--- src/common/rotate_pkg.sv ---
// rotate unit shared definitions

package rotate_pkg;

    // width of the rotated feedback word
    localparam int DATA_WIDTH = 8;

    // bits per lookahead block, fixed by the 4-bit lookahead terms
    localparam int BLOCK_WIDTH = 4;

    // number of lookahead blocks across the word
    localparam int NUM_BLOCKS = DATA_WIDTH / BLOCK_WIDTH;

    // one data word
    typedef logic [DATA_WIDTH-1:0] word_t;

    // one block slice of operand, propagate, generate or sum bits
    typedef logic [BLOCK_WIDTH-1:0] nibble_t;

    // carry into each block, plus the final carry out at the top
    typedef logic [NUM_BLOCKS:0] block_carry_t;

    // one pipeline stage, also the bundle seen at the top level
    // valid and carry ride along with the sum word
    typedef struct packed {
        logic  valid;
        logic  carry;
        word_t data;
    } stage_t;

endpackage : rotate_pkg

--- src/logic/lookahead_block.sv ---
// 4-bit lookahead carry block

module lookahead_block
    import rotate_pkg::*;
(
    input  nibble_t a,
    input  nibble_t b,
    input  logic    carry_in,
    output nibble_t sum,
    output logic    block_generate,
    output logic    block_propagate
);

    // per-bit propagate and generate
    nibble_t bit_propagate;
    nibble_t bit_generate;

    // carry into each bit of the block, bit 0 takes the block carry
    nibble_t bit_carry;

    assign bit_propagate = a ^ b;
    assign bit_generate  = a & b;

    // ripple inside the block
    always_comb begin
        bit_carry[0] = carry_in;
        for (int i = 1; i < BLOCK_WIDTH; i++) begin
            bit_carry[i] = bit_generate[i-1] | (bit_propagate[i-1] & bit_carry[i-1]);
        end
    end

    assign sum = bit_propagate ^ bit_carry;

    // block terms for the chain between blocks
    assign block_propagate = &bit_propagate;

    assign block_generate = bit_generate[3]
                          | (bit_propagate[3] & bit_generate[2])
                          | (bit_propagate[3] & bit_propagate[2] & bit_generate[1])
                          | (bit_propagate[3] & bit_propagate[2] & bit_propagate[1]
                             & bit_generate[0]);

endmodule : lookahead_block

--- src/logic/block_carry_adder.sv ---
// word-wide block carry-lookahead adder

module block_carry_adder
    import rotate_pkg::*;
(
    input  word_t op_a,
    input  word_t op_b,
    output word_t sum,
    output logic  carry_out
);

    // carry chain between blocks
    // entry 0 feeds block 0, the top entry is the word carry
    block_carry_t block_carry;

    // block terms returned by each lookahead block
    logic [NUM_BLOCKS-1:0] block_generate;
    logic [NUM_BLOCKS-1:0] block_propagate;

    // no carry into the word
    assign block_carry[0] = 1'b0;

    for (genvar blk = 0; blk < NUM_BLOCKS; blk++) begin : gen_block

        // operand slices for this block
        nibble_t blk_a;
        nibble_t blk_b;
        nibble_t blk_sum;

        assign blk_a = op_a[blk*BLOCK_WIDTH +: BLOCK_WIDTH];
        assign blk_b = op_b[blk*BLOCK_WIDTH +: BLOCK_WIDTH];

        lookahead_block u_block (
            .a               (blk_a),
            .b               (blk_b),
            .carry_in        (block_carry[blk]),
            .sum             (blk_sum),
            .block_generate  (block_generate[blk]),
            .block_propagate (block_propagate[blk])
        );

        // next block carry from this block's terms only
        assign block_carry[blk+1] = block_generate[blk]
                                  | (block_propagate[blk] & block_carry[blk]);

        // block sums land side by side in the word
        assign sum[blk*BLOCK_WIDTH +: BLOCK_WIDTH] = blk_sum;

    end : gen_block

    assign carry_out = block_carry[NUM_BLOCKS];

endmodule : block_carry_adder

--- src/rotate_shifter/carry_rotate_shifter.sv ---
// rotate-through-carry feedback pipeline

module carry_rotate_shifter
    import rotate_pkg::*;
(
    input  logic   clk,
    input  logic   rst_n,
    input  logic   en,
    input  logic   valid_in,
    input  logic   carry_in,
    output stage_t result
);

    // pipeline registers
    stage_t stage1;
    stage_t stage2;

    // value loaded into stage1 on the next enabled edge
    stage_t stage1_next;

    // adder operands and results
    word_t op_a;
    word_t op_b;
    word_t sum;
    logic  carry_out;

    // rotate left through carry, carry_in enters at bit 0
    assign op_a = {stage2.data[DATA_WIDTH-2:0], carry_in};

    // inverse of the fed back word
    assign op_b = ~stage2.data;

    block_carry_adder u_adder (
        .op_a      (op_a),
        .op_b      (op_b),
        .sum       (sum),
        .carry_out (carry_out)
    );

    always_comb begin
        stage1_next.valid = valid_in;
        stage1_next.carry = carry_out;
        stage1_next.data  = sum;
    end

    // stage 1 captures the adder result
    always_ff @(posedge clk or negedge rst_n) begin
        if (!rst_n) begin
            stage1 <= '0;
        end else if (en) begin
            stage1 <= stage1_next;
        end
    end

    // stage 2 follows stage 1 and feeds the operands back
    // two sequences interleave, one in each stage
    always_ff @(posedge clk or negedge rst_n) begin
        if (!rst_n) begin
            stage2 <= '0;
        end else if (en) begin
            stage2 <= stage1;
        end
    end

    // the output is the stage 2 register itself
    assign result = stage2;

endmodule : carry_rotate_shifter

--- src/logic/rotate_unit_top.sv ---
// rotate unit top level

module rotate_unit_top
    import rotate_pkg::*;
(
    input  logic   clk,
    input  logic   rst_n,
    input  logic   en,
    input  logic   valid_in,
    input  logic   carry_in,
    output stage_t result
);

    // en is a level stall for the whole pipeline
    // valid_in shows up on result.valid two enabled edges later
    carry_rotate_shifter u_shifter (
        .clk      (clk),
        .rst_n    (rst_n),
        .en       (en),
        .valid_in (valid_in),
        .carry_in (carry_in),
        .result   (result)
    );

endmodule : rotate_unit_top

--- config.mk ---
export PLATFORM = sky130hd
export DESIGN_NAME = rotate_unit_top
export DESIGN_NICKNAME = d
export VERILOG_FILES = /design/src/common/rotate_pkg.sv /design/src/logic/lookahead_block.sv /design/src/logic/block_carry_adder.sv /design/src/rotate_shifter/carry_rotate_shifter.sv /design/src/logic/rotate_unit_top.sv
export SDC_FILE = /design/constraint.sdc
export NUM_CORES = 1
export LEC_CHECK = 0
export BUFFER_PORTS_ARGS = -buffer_cell sky130_fd_sc_hd__buf_2
export CAP_MARGIN = 20
export CORE_MARGIN = 2
export CORE_UTILIZATION = 50
export DETAILED_ROUTE_END_ITERATION = 12
export PLACE_DENSITY = 0.82
export RECOVER_POWER = 100
export SLEW_MARGIN = 20
export SYNTH_ARGS = -nofsm -noshare
export SYNTH_HDL_FRONTEND = slang
export SYNTH_SLANG_ARGS = --single-unit
--- constraint.sdc ---
create_clock -name clk -period 3.7 [get_ports clk]
set_input_delay 0.37 -clock clk [delete_from_list [all_inputs] [get_ports clk]]
set_output_delay 0.37 -clock clk [all_outputs]
set_load 0.005 [all_outputs]
# Yosys cells after proc, flatten, opt, wreduce, memory -nomap -nowiden
# Index checks and enable logic that the tools add are counted.
[op_classes]
bitwise = 35
reduce_logical = 1
[ops]
columns = ["cell", "count"]
rows = [
  ["AND 1 bit", 16],
  ["bitwise XOR 4 bit", 4],
  ["bitwise OR 1 bit", 12],
  ["AND 4 bit", 2],
  ["NOT 8 bit", 1],
  ["AND reduction 4 bit", 1],
]
[totals]
out_inout_bits = 10
reg_bits = 20

# Depth between registers and ports, before layout
# Gate-level depths: netlist (run 1).
[logic_depth]
word_depth = 13
depth_mapped = 9
mapped_depth_nobuf = 9

# By module
# From an unflattened synthesis (run 1), not the netlist that was laid out.
[hier_totals]
cells_unflattened = 88
area_unflattened_um2 = 1194.9
[modules_own_cells]
columns = ["mod", "instances", "cells_each", "area_per_inst_um2"]
rows = [
  ["carry_rotate_shifter", 1, 50, 853.3],
  ["lookahead_block", 2, 18, 165.2],
  ["block_carry_adder", 1, 2, 11.3],
]

# Least setup slack after synthesis (run 1)
# Ideal clock, no wire load.
[synth_path]
path_kind = "reg-to-reg"
from = "register u_shifter.stage2, in the netlist u_shifter.result[1]"
to = "register u_shifter.stage1[7] (netlist name)"
n_path_buf = 0
stages_incl_launch_ff = 10
t_required_ps = 3575
period_less_slack_ps = 2648
setup_slack_ps = 1052
t_arrival_ps = 2523
path_cell_list = "dfrtp_1 > inv_1 > ha_1 > a21oi_1 > o21a_1 > fa_1 > fa_1 > fa_1 > xnor2_1 > mux2_2"
[synth_via]
elab_chain_len = 12
elab_cells_between_ends = 18
[synth_lines]
columns = ["item", "line_no", "text"]
rows = [
  ["start: declaration", "carry_rotate_shifter.sv:16", "stage_t stage2;"],
  ["start signal: assignment", "carry_rotate_shifter.sv:61", "stage2 <= stage1;"],
  ["AND 4 bit, or another cell as far along", "lookahead_block.sv:22", "assign bit_generate = a & b;"],
  ["AND 1 bit, or another cell as far along", "lookahead_block.sv:38", "| (bit_propagate[3] & bit_generate[2])"],
  ["bitwise OR 1 bit, or another cell as far along", "lookahead_block.sv:38", ""],
  ["bitwise OR 1 bit / AND 1 bit (equally long branches)", "lookahead_block.sv:39, lookahead_block.sv:41", ""],
  ["bitwise OR 1 bit (*)", "lookahead_block.sv:40", "| (bit_propagate[3] & bit_propagate[2] & bit_propagate[1]"],
  ["AND 1 bit (*)", "lookahead_block.sv:28", "bit_carry[i] = bit_generate[i-1] | (bit_propagate[i-1] & bit_carry[i-1]);"],
  ["bitwise OR 1 bit (*)", "lookahead_block.sv:28", ""],
  ["AND 1 bit (*)", "lookahead_block.sv:28", ""],
  ["bitwise OR 1 bit (*)", "lookahead_block.sv:28", ""],
  ["AND 1 bit (*)", "lookahead_block.sv:28", ""],
  ["bitwise OR 1 bit (*)", "lookahead_block.sv:28", ""],
  ["bitwise XOR 4 bit (*)", "lookahead_block.sv:32", "assign sum = bit_propagate ^ bit_carry;"],
  ["end signal: assignment", "carry_rotate_shifter.sv:51", "stage1 <= stage1_next;"],
  ["end: declaration", "carry_rotate_shifter.sv:15", "stage_t stage1;"],
]
# Every way passes the cells marked *; elsewhere a longest branch is shown, timed or not.
# A chain may end at the register's enable or synchronous reset.

# Worst setup path after layout (run 1)
# Same ends and word-level chain as after synthesis.

==> run metrics, run 1 <==
Arrival @ worst endpoint just under 3 ns; Power Dens Cells between 700 and 800 nW/um^2; CTS clk-pin slew, worst paths around 0.10 ns; Final Core Density 0.5865; Mapped Cells between 90 and 100; CTS Sinks 20; sequential fraction of the synthesis area 0.4723; dominant cells by area after synthesis dfrtp_1 (47%), fa_1 (9.4%), ha_1 (9.4%), mux2_2 (6.4%), inv_1 (5.0%); Slew Limit Fails 0; Post-synth top cells dfrtp_1 (20), inv_1 (14), nand2_1 (9), o21ai_0 (9), ha_1 (8); flops & latches, synth 20; Yosys top cell area share 0.4723; P_int 0.5633 mW; core area around 2000 sq um; critical path required time just under 4 ns; Area Growth Syn to Fin 9.681%; combinational fraction of design power 0.476; clock share of power 0.106; WL per Instance 13.24 microns; initial antenna violation count 0; Clock Skews slightly above 0.003 ns; Initial DRT Pass Iterations 4; Filler Cell Count between 150 and 200; gr usage total 0.1683; first-pass GRT wire length around 3.1 mm; area leader, netlist dfrtp_1; maximum buffer depth of the clock tree 2; maximum vdd drop 0.4322 mV; Initial Utilization 0.5347; Mapped Area roughly 1100 sq um; # diodes 0; # DRC 0; CP max stage delay ~0.48 ns; row count 16; critical path's slowest cell dfrtp_1; GRT overflow 0; port bufs 14; kind of critical path register to register; fmax 362.2 MHz; CTS Buf Count 3; Buffers & Inverters on Critical Path 1; Final nets between 100 and 150; crit path capture type register; worst-case reg-to-reg path depth 9; count leader, synth dfrtp_1; synthesized area per cell 11.52 sq um; vias per cell roughly 4.9; CTS tree yes; asr flop ratio synth 1.000; Synth Net Count 110; dominant synthesized flop cell dfrtp_1; IO Count 15; Sequential Power Share 0.418; number of flops mapped to enable cells by yosys 0; vias in the first global route a little under 700; vias roughly 650; Setup Buffers After CTS 0; total negative slack 0 ns; Final min period about 2.8 ns; Slew Limit Headroom 0.1285; root buf cell clkbuf_4; worst-path fanout max 5; Final Hold Viols 0; Skew-Pair Late Insertion Delay just under 0.3 ns; CP top delay family adder cells; Worst path depth 9; Final Wtd Congestion about 0.85; Hold Path Class input pin to async pin; drt total wl roughly 1.8 mm; CP Launch Type register; largest net degree at the start of global routing 32; Die Ht 50.04 microns; Cell variety after synth 21; crit-path cells inv_1 -> ha_1 -> a21oi_1 -> o21a_1 -> fa_1 -> fa_1 -> fa_1 -> xnor2_1 -> mux2_2; leakage power total 0.5685 nW; status complete, no violations; post-CTS sizing 0; die area 2504 sq um; final setup violating endpoints 0; die width ~50 microns; sw frac 0.3838; slew at the pin closest to its max-slew limit between 1 and 1.5 ns; MaxCap Viol Count 0; DR iter-0 viols 9; most prevalent standard cell on the critical path fa_1; H-tree Lvls 1; post-route ant nets 0; Tcrit/Tclk final 0.7461; post-cts hold buffer count 0; hpwl dp about 1.4 mm; share of cells above drive strength 1 0.1792; RSZ-0062 raised after global routing false; Syn. warnings 0; P_sw around 0.35 mW
==> cell type report <==
class                   instances  area, sq um  share of cell area
flip-flops and latches         20        500.5              0.4306
multi-input cells              55        490.5              0.4220
repair buffers                 14        62.56             0.05382
inverters                      14        52.55             0.04521
well taps                      27        33.78             0.02906
clock buffers                   3        22.52             0.01938
==> final timing paths <==
kind                                           from             endpoint  slack (ns)
worst min register to register  u_shifter.stage1[0]  u_shifter.result[0]        0.49
worst max register to register  u_shifter.result[1]  u_shifter.stage1[7]        0.94
max in group asynchronous                     rst_n  u_shifter.result[9]        2.84
worst max-delay path            u_shifter.result[1]  u_shifter.stage1[7]        0.94
worst min-delay path                          rst_n  u_shifter.result[0]        0.23
min in group clk                           valid_in  u_shifter.stage1[9]        0.32
==> layout by cell type (no fill, tap or decap), drive strengths merged <==
master  synthesis  final
fa              5      5
a21o            1      1
clkbuf          1      8
inv            14     14
o21a            1      1
a21oi           3      3
nor2            2      2
o21ai           9      9
buf             2      9
nand2           9      9
nand3           1      1
dfrtp          20     20
o32ai           1      1
and4            1      1
mux2            6      6
nand2b          1      1
xnor2           2      2
a211oi          1      1
ha              8      8
mux2i           4      4
==> stage by stage <==
step | total power, mW | cell area (sq um) | hold WS [ns] | cells | setup slack (ns)
3_5_place_dp | 0.8361 | 1147 | 0.3425 | 130 | 0.9244
5_1_grt | 1.012 | 1162 | 0.3066 | 133 | 0.7750
6_report | 0.9141 | 1162 | 0.2337 | 133 | 0.9393
2_1_floorplan | 0.6868 | 1060 | 0.07441 | 92 | 1.052
4_1_cts | 0.9365 | 1170 | 0.01958 | 133 | 0.9201
3_3_place_gp | 0.7954 | 1147 | 0.3298 | 130 | 1.003
==> flip-flops by register name (all words and copies together) (netlist names) <==
register	flops
u_shifter.result	10
u_shifter.stage1	10
==> power groups by stage <==
stage	Combinational, mW	Sequential (mW)	Clock, mW
CTS	0.452	0.383	0.101
floorplan	0.312	0.374	0
global placement	0.418	0.378	0
finish	0.435	0.382	0.0971
global route	0.506	0.398	0.109
detailed placement	0.450	0.386	0
==> cell families after synthesis <==
logic type               after synthesis  synth area share
flip-flops                            20            0.4723
multiplexers                          10            0.1015
XOR/XNOR                               2           0.01653
buffers and inverters                 17           0.06493
adder cells (fa/ha/maj)               13            0.1889
AND/OR/NAND/NOR                       14           0.05785
AO/OA/AOI/OAI                         16           0.09799
==> routing by layer <==
metal	vias up	global-route usage	wire, microns
met2	10	0.2763	925
met4	0	0.07870	0
met3	0	0.02727	59
met1	309	0.2150	775
met5	-	0	0
li1	332	-	-
(Power assumes the default switching activity.)
==> inputs of run 2 (changes only) <==
==> constraint.sdc (replaced) <==
create_clock -name clk -period 2.87 [get_ports clk]
set_input_delay 0.287 -clock clk [delete_from_list [all_inputs] [get_ports clk]]
set_output_delay 0.287 -clock clk [all_outputs]
set_load 0.005 [all_outputs]
==> run 2 against run 1 <==
Clock power rose by 30%. Global-route usage increased by 0.72 points. Power increased by 30%. First-iteration DRC count rose by 11%. Highest routed layer is now met4. Count of clock-buffer cells in the layout unchanged. Die area is the same. Sequential share of layout area fell by 0.35 points.
==> run metrics, run 2 (synthesized netlist as in run 1, its figures left out) <==
Final nets 127 (+0.79%); final setup violating endpoints 0 (unchanged); PnR worst setup slack 0.1474 ns (-0.7918 ns); Power Dens Cells 1011 nW/um^2 (+29%); MaxCap Viol Count 0 (unchanged); total negative slack 0 ns (unchanged); die width 50.04 microns (unchanged); Hold Crit Depth 2; Slew Limit Fails 0 (unchanged); slew at the pin closest to its max-slew limit 1.326 ns (+0.01891 ns); Critical R2R Capture u_shifter.stage1[7]; critical path required time 3.05 ns (-0.83 ns); hold wc startpoint valid_in; Area Growth Syn to Fin 10.86%; RSZ-0062 raised after global routing false; port bufs 14 (unchanged); DP Worst Slack 0.09591 ns (-0.8285 ns); maximum buffer depth of the clock tree 2 (unchanged); DR iter-0 viols 10 (+1); CP Launch Type register; CTS Sinks 20 (unchanged); vias in the first global route 711 (+3.5%); Initial DRT Pass Iterations 4 (unchanged); drt total wl 1.810 mm (+2.8%); sw frac 0.3843 (+0.0005198); root buf cell clkbuf_4; maximum vdd drop 0.5770 mV (+34%); Sequential Power Share 0.415 (-0.003); Tot Pwr 1.187 mW (+30%); Final min period 2.723 ns (-0.03816 ns); Min-Delay Endpoint u_shifter.stage1[9]; Final Wtd Congestion 0.8484 (about the same); Skew-Pair Late Insertion Delay 0.29 ns (about the same); H-tree Lvls 1 (unchanged); first-pass GRT wire length 3.243 mm (+3.5%); dpl cell area 1147 sq um (unchanged); Hold Path Class input pin to register; Arrival @ worst endpoint 2.91 ns (-0.03 ns); clock share of power 0.106 (about the same); core area 1982 sq um (unchanged); row count 16 (unchanged); vias 670 (+2.9%); gr usage total 0.1755 (+0.007205); leakage power total 0.5744 nW (+1.0%); Reg2Reg Launch Point u_shifter.result[3]; IO Count 15 (unchanged); initial antenna violation count 0 (unchanged); CTS clk-pin slew, worst paths 0.10 ns (about the same); Layout Cells excl Fill 134 (+0.75%); Initial Utilization 0.5347 (unchanged); post-route ant nets 0 (unchanged); largest net degree at the start of global routing 32 (unchanged); die area 2504 sq um (unchanged); placed insts 130 (unchanged); P_int 0.7310 mW (+30%); Slew Limit Headroom 0.1159 (-0.01260); # diodes 0 (unchanged); worst-case reg-to-reg path depth 9 (unchanged); crit path capture type register; Tcrit/Tclk final 0.9486 (+0.2025); CTS tree yes; CTS Buf Count 3 (unchanged); share of cells above drive strength 1 0.1963 (+0.01702); kind of critical path register to register; vias per cell 5.000 (+2.2%); Clock Skews 0.003164 ns (+0.00005432 ns); P_sw 0.4562 mW (+30%); r2r setup slk 0.15 ns (-0.79 ns); Final Hold Viols 0 (unchanged); fmax 367.3 MHz (+1.4%); worst-path fanout max 3 (-2); cell area after layout 1175 sq um (+1.1%); Filler Cell Count 189 (+5.6%); commonest non-fill, non-tap cell in the layout dfrtp_1; WL per Instance 13.51 microns (+2.0%); most frequent cells in the layout dfrtp_1 (19), inv_1 (14), nand2_1 (9), o21ai_0 (9), buf_2 (9); hpwl dp 1.430 mm (+2.1%); # DRC 0 (unchanged); status complete, no violations; Die Ht 50.04 microns (unchanged); combinational fraction of design power 0.479 (+0.003); GRT overflow 0 (unchanged)
run 2: cell types whose count changed in the layout (fill, tap and decap cells not counted), sizes merged:
cell         delta
dlygate4sd3     +1
clkbuf          -1
buf             +1
run 2: power by group through the flow:
stage / clock, mW / sequential, mW / combinational [mW]
after floorplan: 0 / 0.483 / 0.403
after detailed placement: 0 / 0.498 / 0.584
final: 0.126 / 0.493 / 0.568
after global placement: 0 / 0.487 / 0.539
after CTS: 0.131 / 0.493 / 0.589
after global routing: 0.141 / 0.512 / 0.661
run 2: timing repair:
item | in CTS | in global routing
gates resized for setup | 0 | 1
hold buffers | 1 | 0
endpoints found under the hold margin | 20 | 0
buffers inserted | 0 | 0
setup endpoints to repair | 0 | 1
run 2: metal layers:
metal  up-vias  wire (microns)  global-route usage
met4         0               8             0.08333
li1        335               -                   -
met1       321             772              0.2194
met2        12             973              0.2939
met3         2              55             0.02727
met5         -               0                   0
run 2: through the flow:
step | util | hold WS [ns]
2_1_floorplan | - | -0.008591
3_3_place_gp | 0.5789 | 0.2468
3_5_place_dp | 0.5789 | 0.2608
4_1_cts | 0.5953 | 0.2335
5_1_grt | 0.5928 | 0.2183
6_report | 0.5928 | 0.2392
run 2: final cells by class:
class                      count  area [sq um]  area share
multi-input combinational     55         490.5      0.4175
sequential                    20         501.7      0.4270
inverter                      14         52.55     0.04473
timing repair buffer          15         73.82     0.06283
tap                           27         33.78     0.02875
clock buffer                   3         22.52     0.01917
run 2: worst max-delay path by stage:
stage / start / end / slack [ns] / cells after the start
after floorplan: u_shifter.result[1] / u_shifter.stage1[7] / 0.22 / 9
final: u_shifter.result[3] / u_shifter.stage1[7] / 0.15 / 9
after global routing: u_shifter.result[3] / u_shifter.stage1[7] / 0.008 / 9
after CTS: u_shifter.result[1] / u_shifter.stage1[7] / 0.09 / 9
after detailed placement: u_shifter.result[1] / u_shifter.stage1[7] / 0.1 / 9
after global placement: u_shifter.result[3] / u_shifter.stage1[7] / 0.17 / 9
run 2: critical path, cell delays in order, from the launching register on:
cell and delay (ns):
dfrtp_1 0.38, inv_1 0.09, ha_1 0.33, nand2_1 0.06, o21a_1 0.21, fa_1 0.38
fa_1 0.38, fa_1 0.38, xnor2_1 0.13, mux2_2 0.27
==> inputs of run 3 (changes only) <==
==> constraint.sdc (replaced) <==
create_clock -name clk -period 2.87 [get_ports clk]
set_input_delay 0.4305 -clock clk [delete_from_list [all_inputs] [get_ports clk]]
set_output_delay 0.4305 -clock clk [all_outputs]
set_load 0.005 [all_outputs]
==> run 3 against run 2 <==
Setup slack unchanged. Flip-flop and latch count unchanged. Sequential power about the same. Die area unchanged. Global-route usage down 0.13 points. Fmax unchanged.
==> run metrics, run 3 (synthesized netlist as in run 1, its figures left out) <==
status complete, no violations; fmax 367.3 MHz (unchanged); largest net degree at the start of global routing 32 (unchanged); root buf cell clkbuf_4; worst-path fanout max 3 (unchanged); vias per cell 5.008 (+0.15%); Area Growth Syn to Fin 9.918%; Clock Skews 0.003164 ns (unchanged); leakage power total 0.5702 nW (-0.73%); DR iter-0 viols 10 (unchanged); vias in the first global route 705 (-0.84%); Slew Limit Fails 0 (unchanged); Final Wtd Congestion 0.8484 (unchanged); IO Count 15 (unchanged); H-tree Lvls 1 (unchanged); Initial DRT Pass Iterations 4 (unchanged); post-route ant nets 0 (unchanged); Tcrit/Tclk final 0.9486 (unchanged); CTS clk-pin slew, worst paths 0.10 ns (about the same); Worst Hold Slack 0.2979 ns (+0.05878 ns); hpwl dp 1.430 mm (unchanged); # diodes 0 (unchanged); Reg2Reg Launch Point u_shifter.result[3]; PnR worst setup slack 0.1474 ns (unchanged); GRT overflow 0 (unchanged); Final min period 2.723 ns (unchanged); post-cts hold buffer count 0 (-1); most frequent cells in the layout dfrtp_1 (19), inv_1 (14), nand2_1 (9), o21ai_0 (9), buf_2 (9); Hold Path Class input pin to async pin; slew at the pin closest to its max-slew limit 1.326 ns (unchanged); WL per Instance 13.56 microns (+0.36%); Filler Cell Count 190 (+0.53%); CP Launch Type register; final setup violating endpoints 0 (unchanged); Crit. Startpoint u_shifter.result[3]; Final nets 126 (-0.79%); commonest non-fill, non-tap cell in the layout dfrtp_1; Power Dens Cells 1018 nW/um^2 (+0.77%); Skew-Pair Late Insertion Delay 0.29 ns (about the same); row count 16 (unchanged); Final Hold Viols 0 (unchanged); Arrival @ worst endpoint 2.91 ns (about the same); Slew Limit Headroom 0.1159 (unchanged); RSZ-0062 raised after global routing false; share of cells above drive strength 1 0.1981 (+0.001852); CTS Buf Count 3 (unchanged); # DRC 0 (unchanged); DP Worst Slack 0.09591 ns (unchanged); initial antenna violation count 0 (unchanged); kind of critical path register to register; gr usage total 0.1742 (-0.001290); first-pass GRT wire length 3.222 mm (-0.65%); maximum vdd drop 0.5769 mV (about the same); die area 2504 sq um (unchanged); total negative slack 0 ns (unchanged); CTS Sinks 20 (unchanged); critical path required time 3.05 ns (about the same); core area 1982 sq um (unchanged); MaxCap Viol Count 0 (unchanged); Die Ht 50.04 microns (unchanged); Final Core Density 0.5878 (-0.005050); drt total wl 1.803 mm (-0.39%); CTS tree yes; vias 666 (-0.60%); maximum buffer depth of the clock tree 2 (unchanged); port bufs 14 (unchanged); die width 50.04 microns (unchanged); crit path capture type register; Initial Utilization 0.5347 (unchanged)
[run 3: cell count changes in the layout (fill, tap and decap cells not counted), sizes merged]
| cell | change |
|---|---|
| dlygate4sd3 | -1 |
[run 3: area by class of cell]
cell class / count / area (sq um) / share of cell area
clock buffers: 3 / 22.52 / 0.01933
repair buffers: 14 / 63.81 / 0.05478
multi-input cells: 55 / 490.5 / 0.4211
flip-flops and latches: 20 / 501.7 / 0.4307
well taps: 27 / 33.78 / 0.02900
inverters: 14 / 52.55 / 0.04511
[run 3: path summary, 6_finish.rpt]
path / endpoint / slack (ns) / depth (start not counted)
setup / recovery: u_shifter.stage1[7] / 0.15 / 9
hold / removal: u_shifter.result[0] / 0.30 / 1
setup reg to reg: u_shifter.stage1[7] / 0.15 / 9
hold reg to reg: u_shifter.result[0] / 0.49 / 2
max in group asynchronous: u_shifter.result[1] / 1.87 / 1
min in group clk: u_shifter.stage1[9] / 0.38 / 2
[run 3: worst max-delay path: stages (launching register included)]
cell,delay [ns]
dfrtp_1,0.38
inv_1,0.09
ha_1,0.33
nand2_1,0.06
o21a_1,0.21
fa_1,0.38
fa_1,0.38
fa_1,0.38
xnor2_1,0.13
mux2_2,0.27
[run 3: through the flow]
| step | cells | power [mW] | cell area (sq um) |
|---|---|---|---|
| final | 133 | 1.186 | 1165 |
| after global routing | 133 | 1.313 | 1165 |
| after CTS | 133 | 1.212 | 1170 |
| after detailed placement | 130 | 1.082 | 1147 |
| after global placement | 130 | 1.025 | 1147 |
| after floorplan | 92 | 0.8855 | 1060 |
[run 3: power breakdown]
| part | switching (mW) | total [mW] | internal, mW |
|---|---|---|---|
| registers | 0.0909 | 0.493 | 0.402 |
| logic | 0.288 | 0.567 | 0.279 |
| clock network | 0.0768 | 0.126 | 0.0488 |
[run 3: repair_timing]
item / in CTS / in global routing
setup endpoints to repair: 0 / 1
gates resized for setup: 0 / 1
buffers inserted: 0 / 0
[run 3: per-layer routing]
| metal | track usage | vias to the layer above | part of all wire | wire length [microns] |
|---|---|---|---|---|
| li1 | - | 333 | - | - |
| met4 | 0.08333 | 0 | 0.0044 | 8 |
| met2 | 0.2895 | 12 | 0.54 | 969 |
| met1 | 0.2194 | 319 | 0.42 | 766 |
| met5 | 0 | - | 0 | 0 |
| met3 | 0.02727 | 2 | 0.032 | 58 |
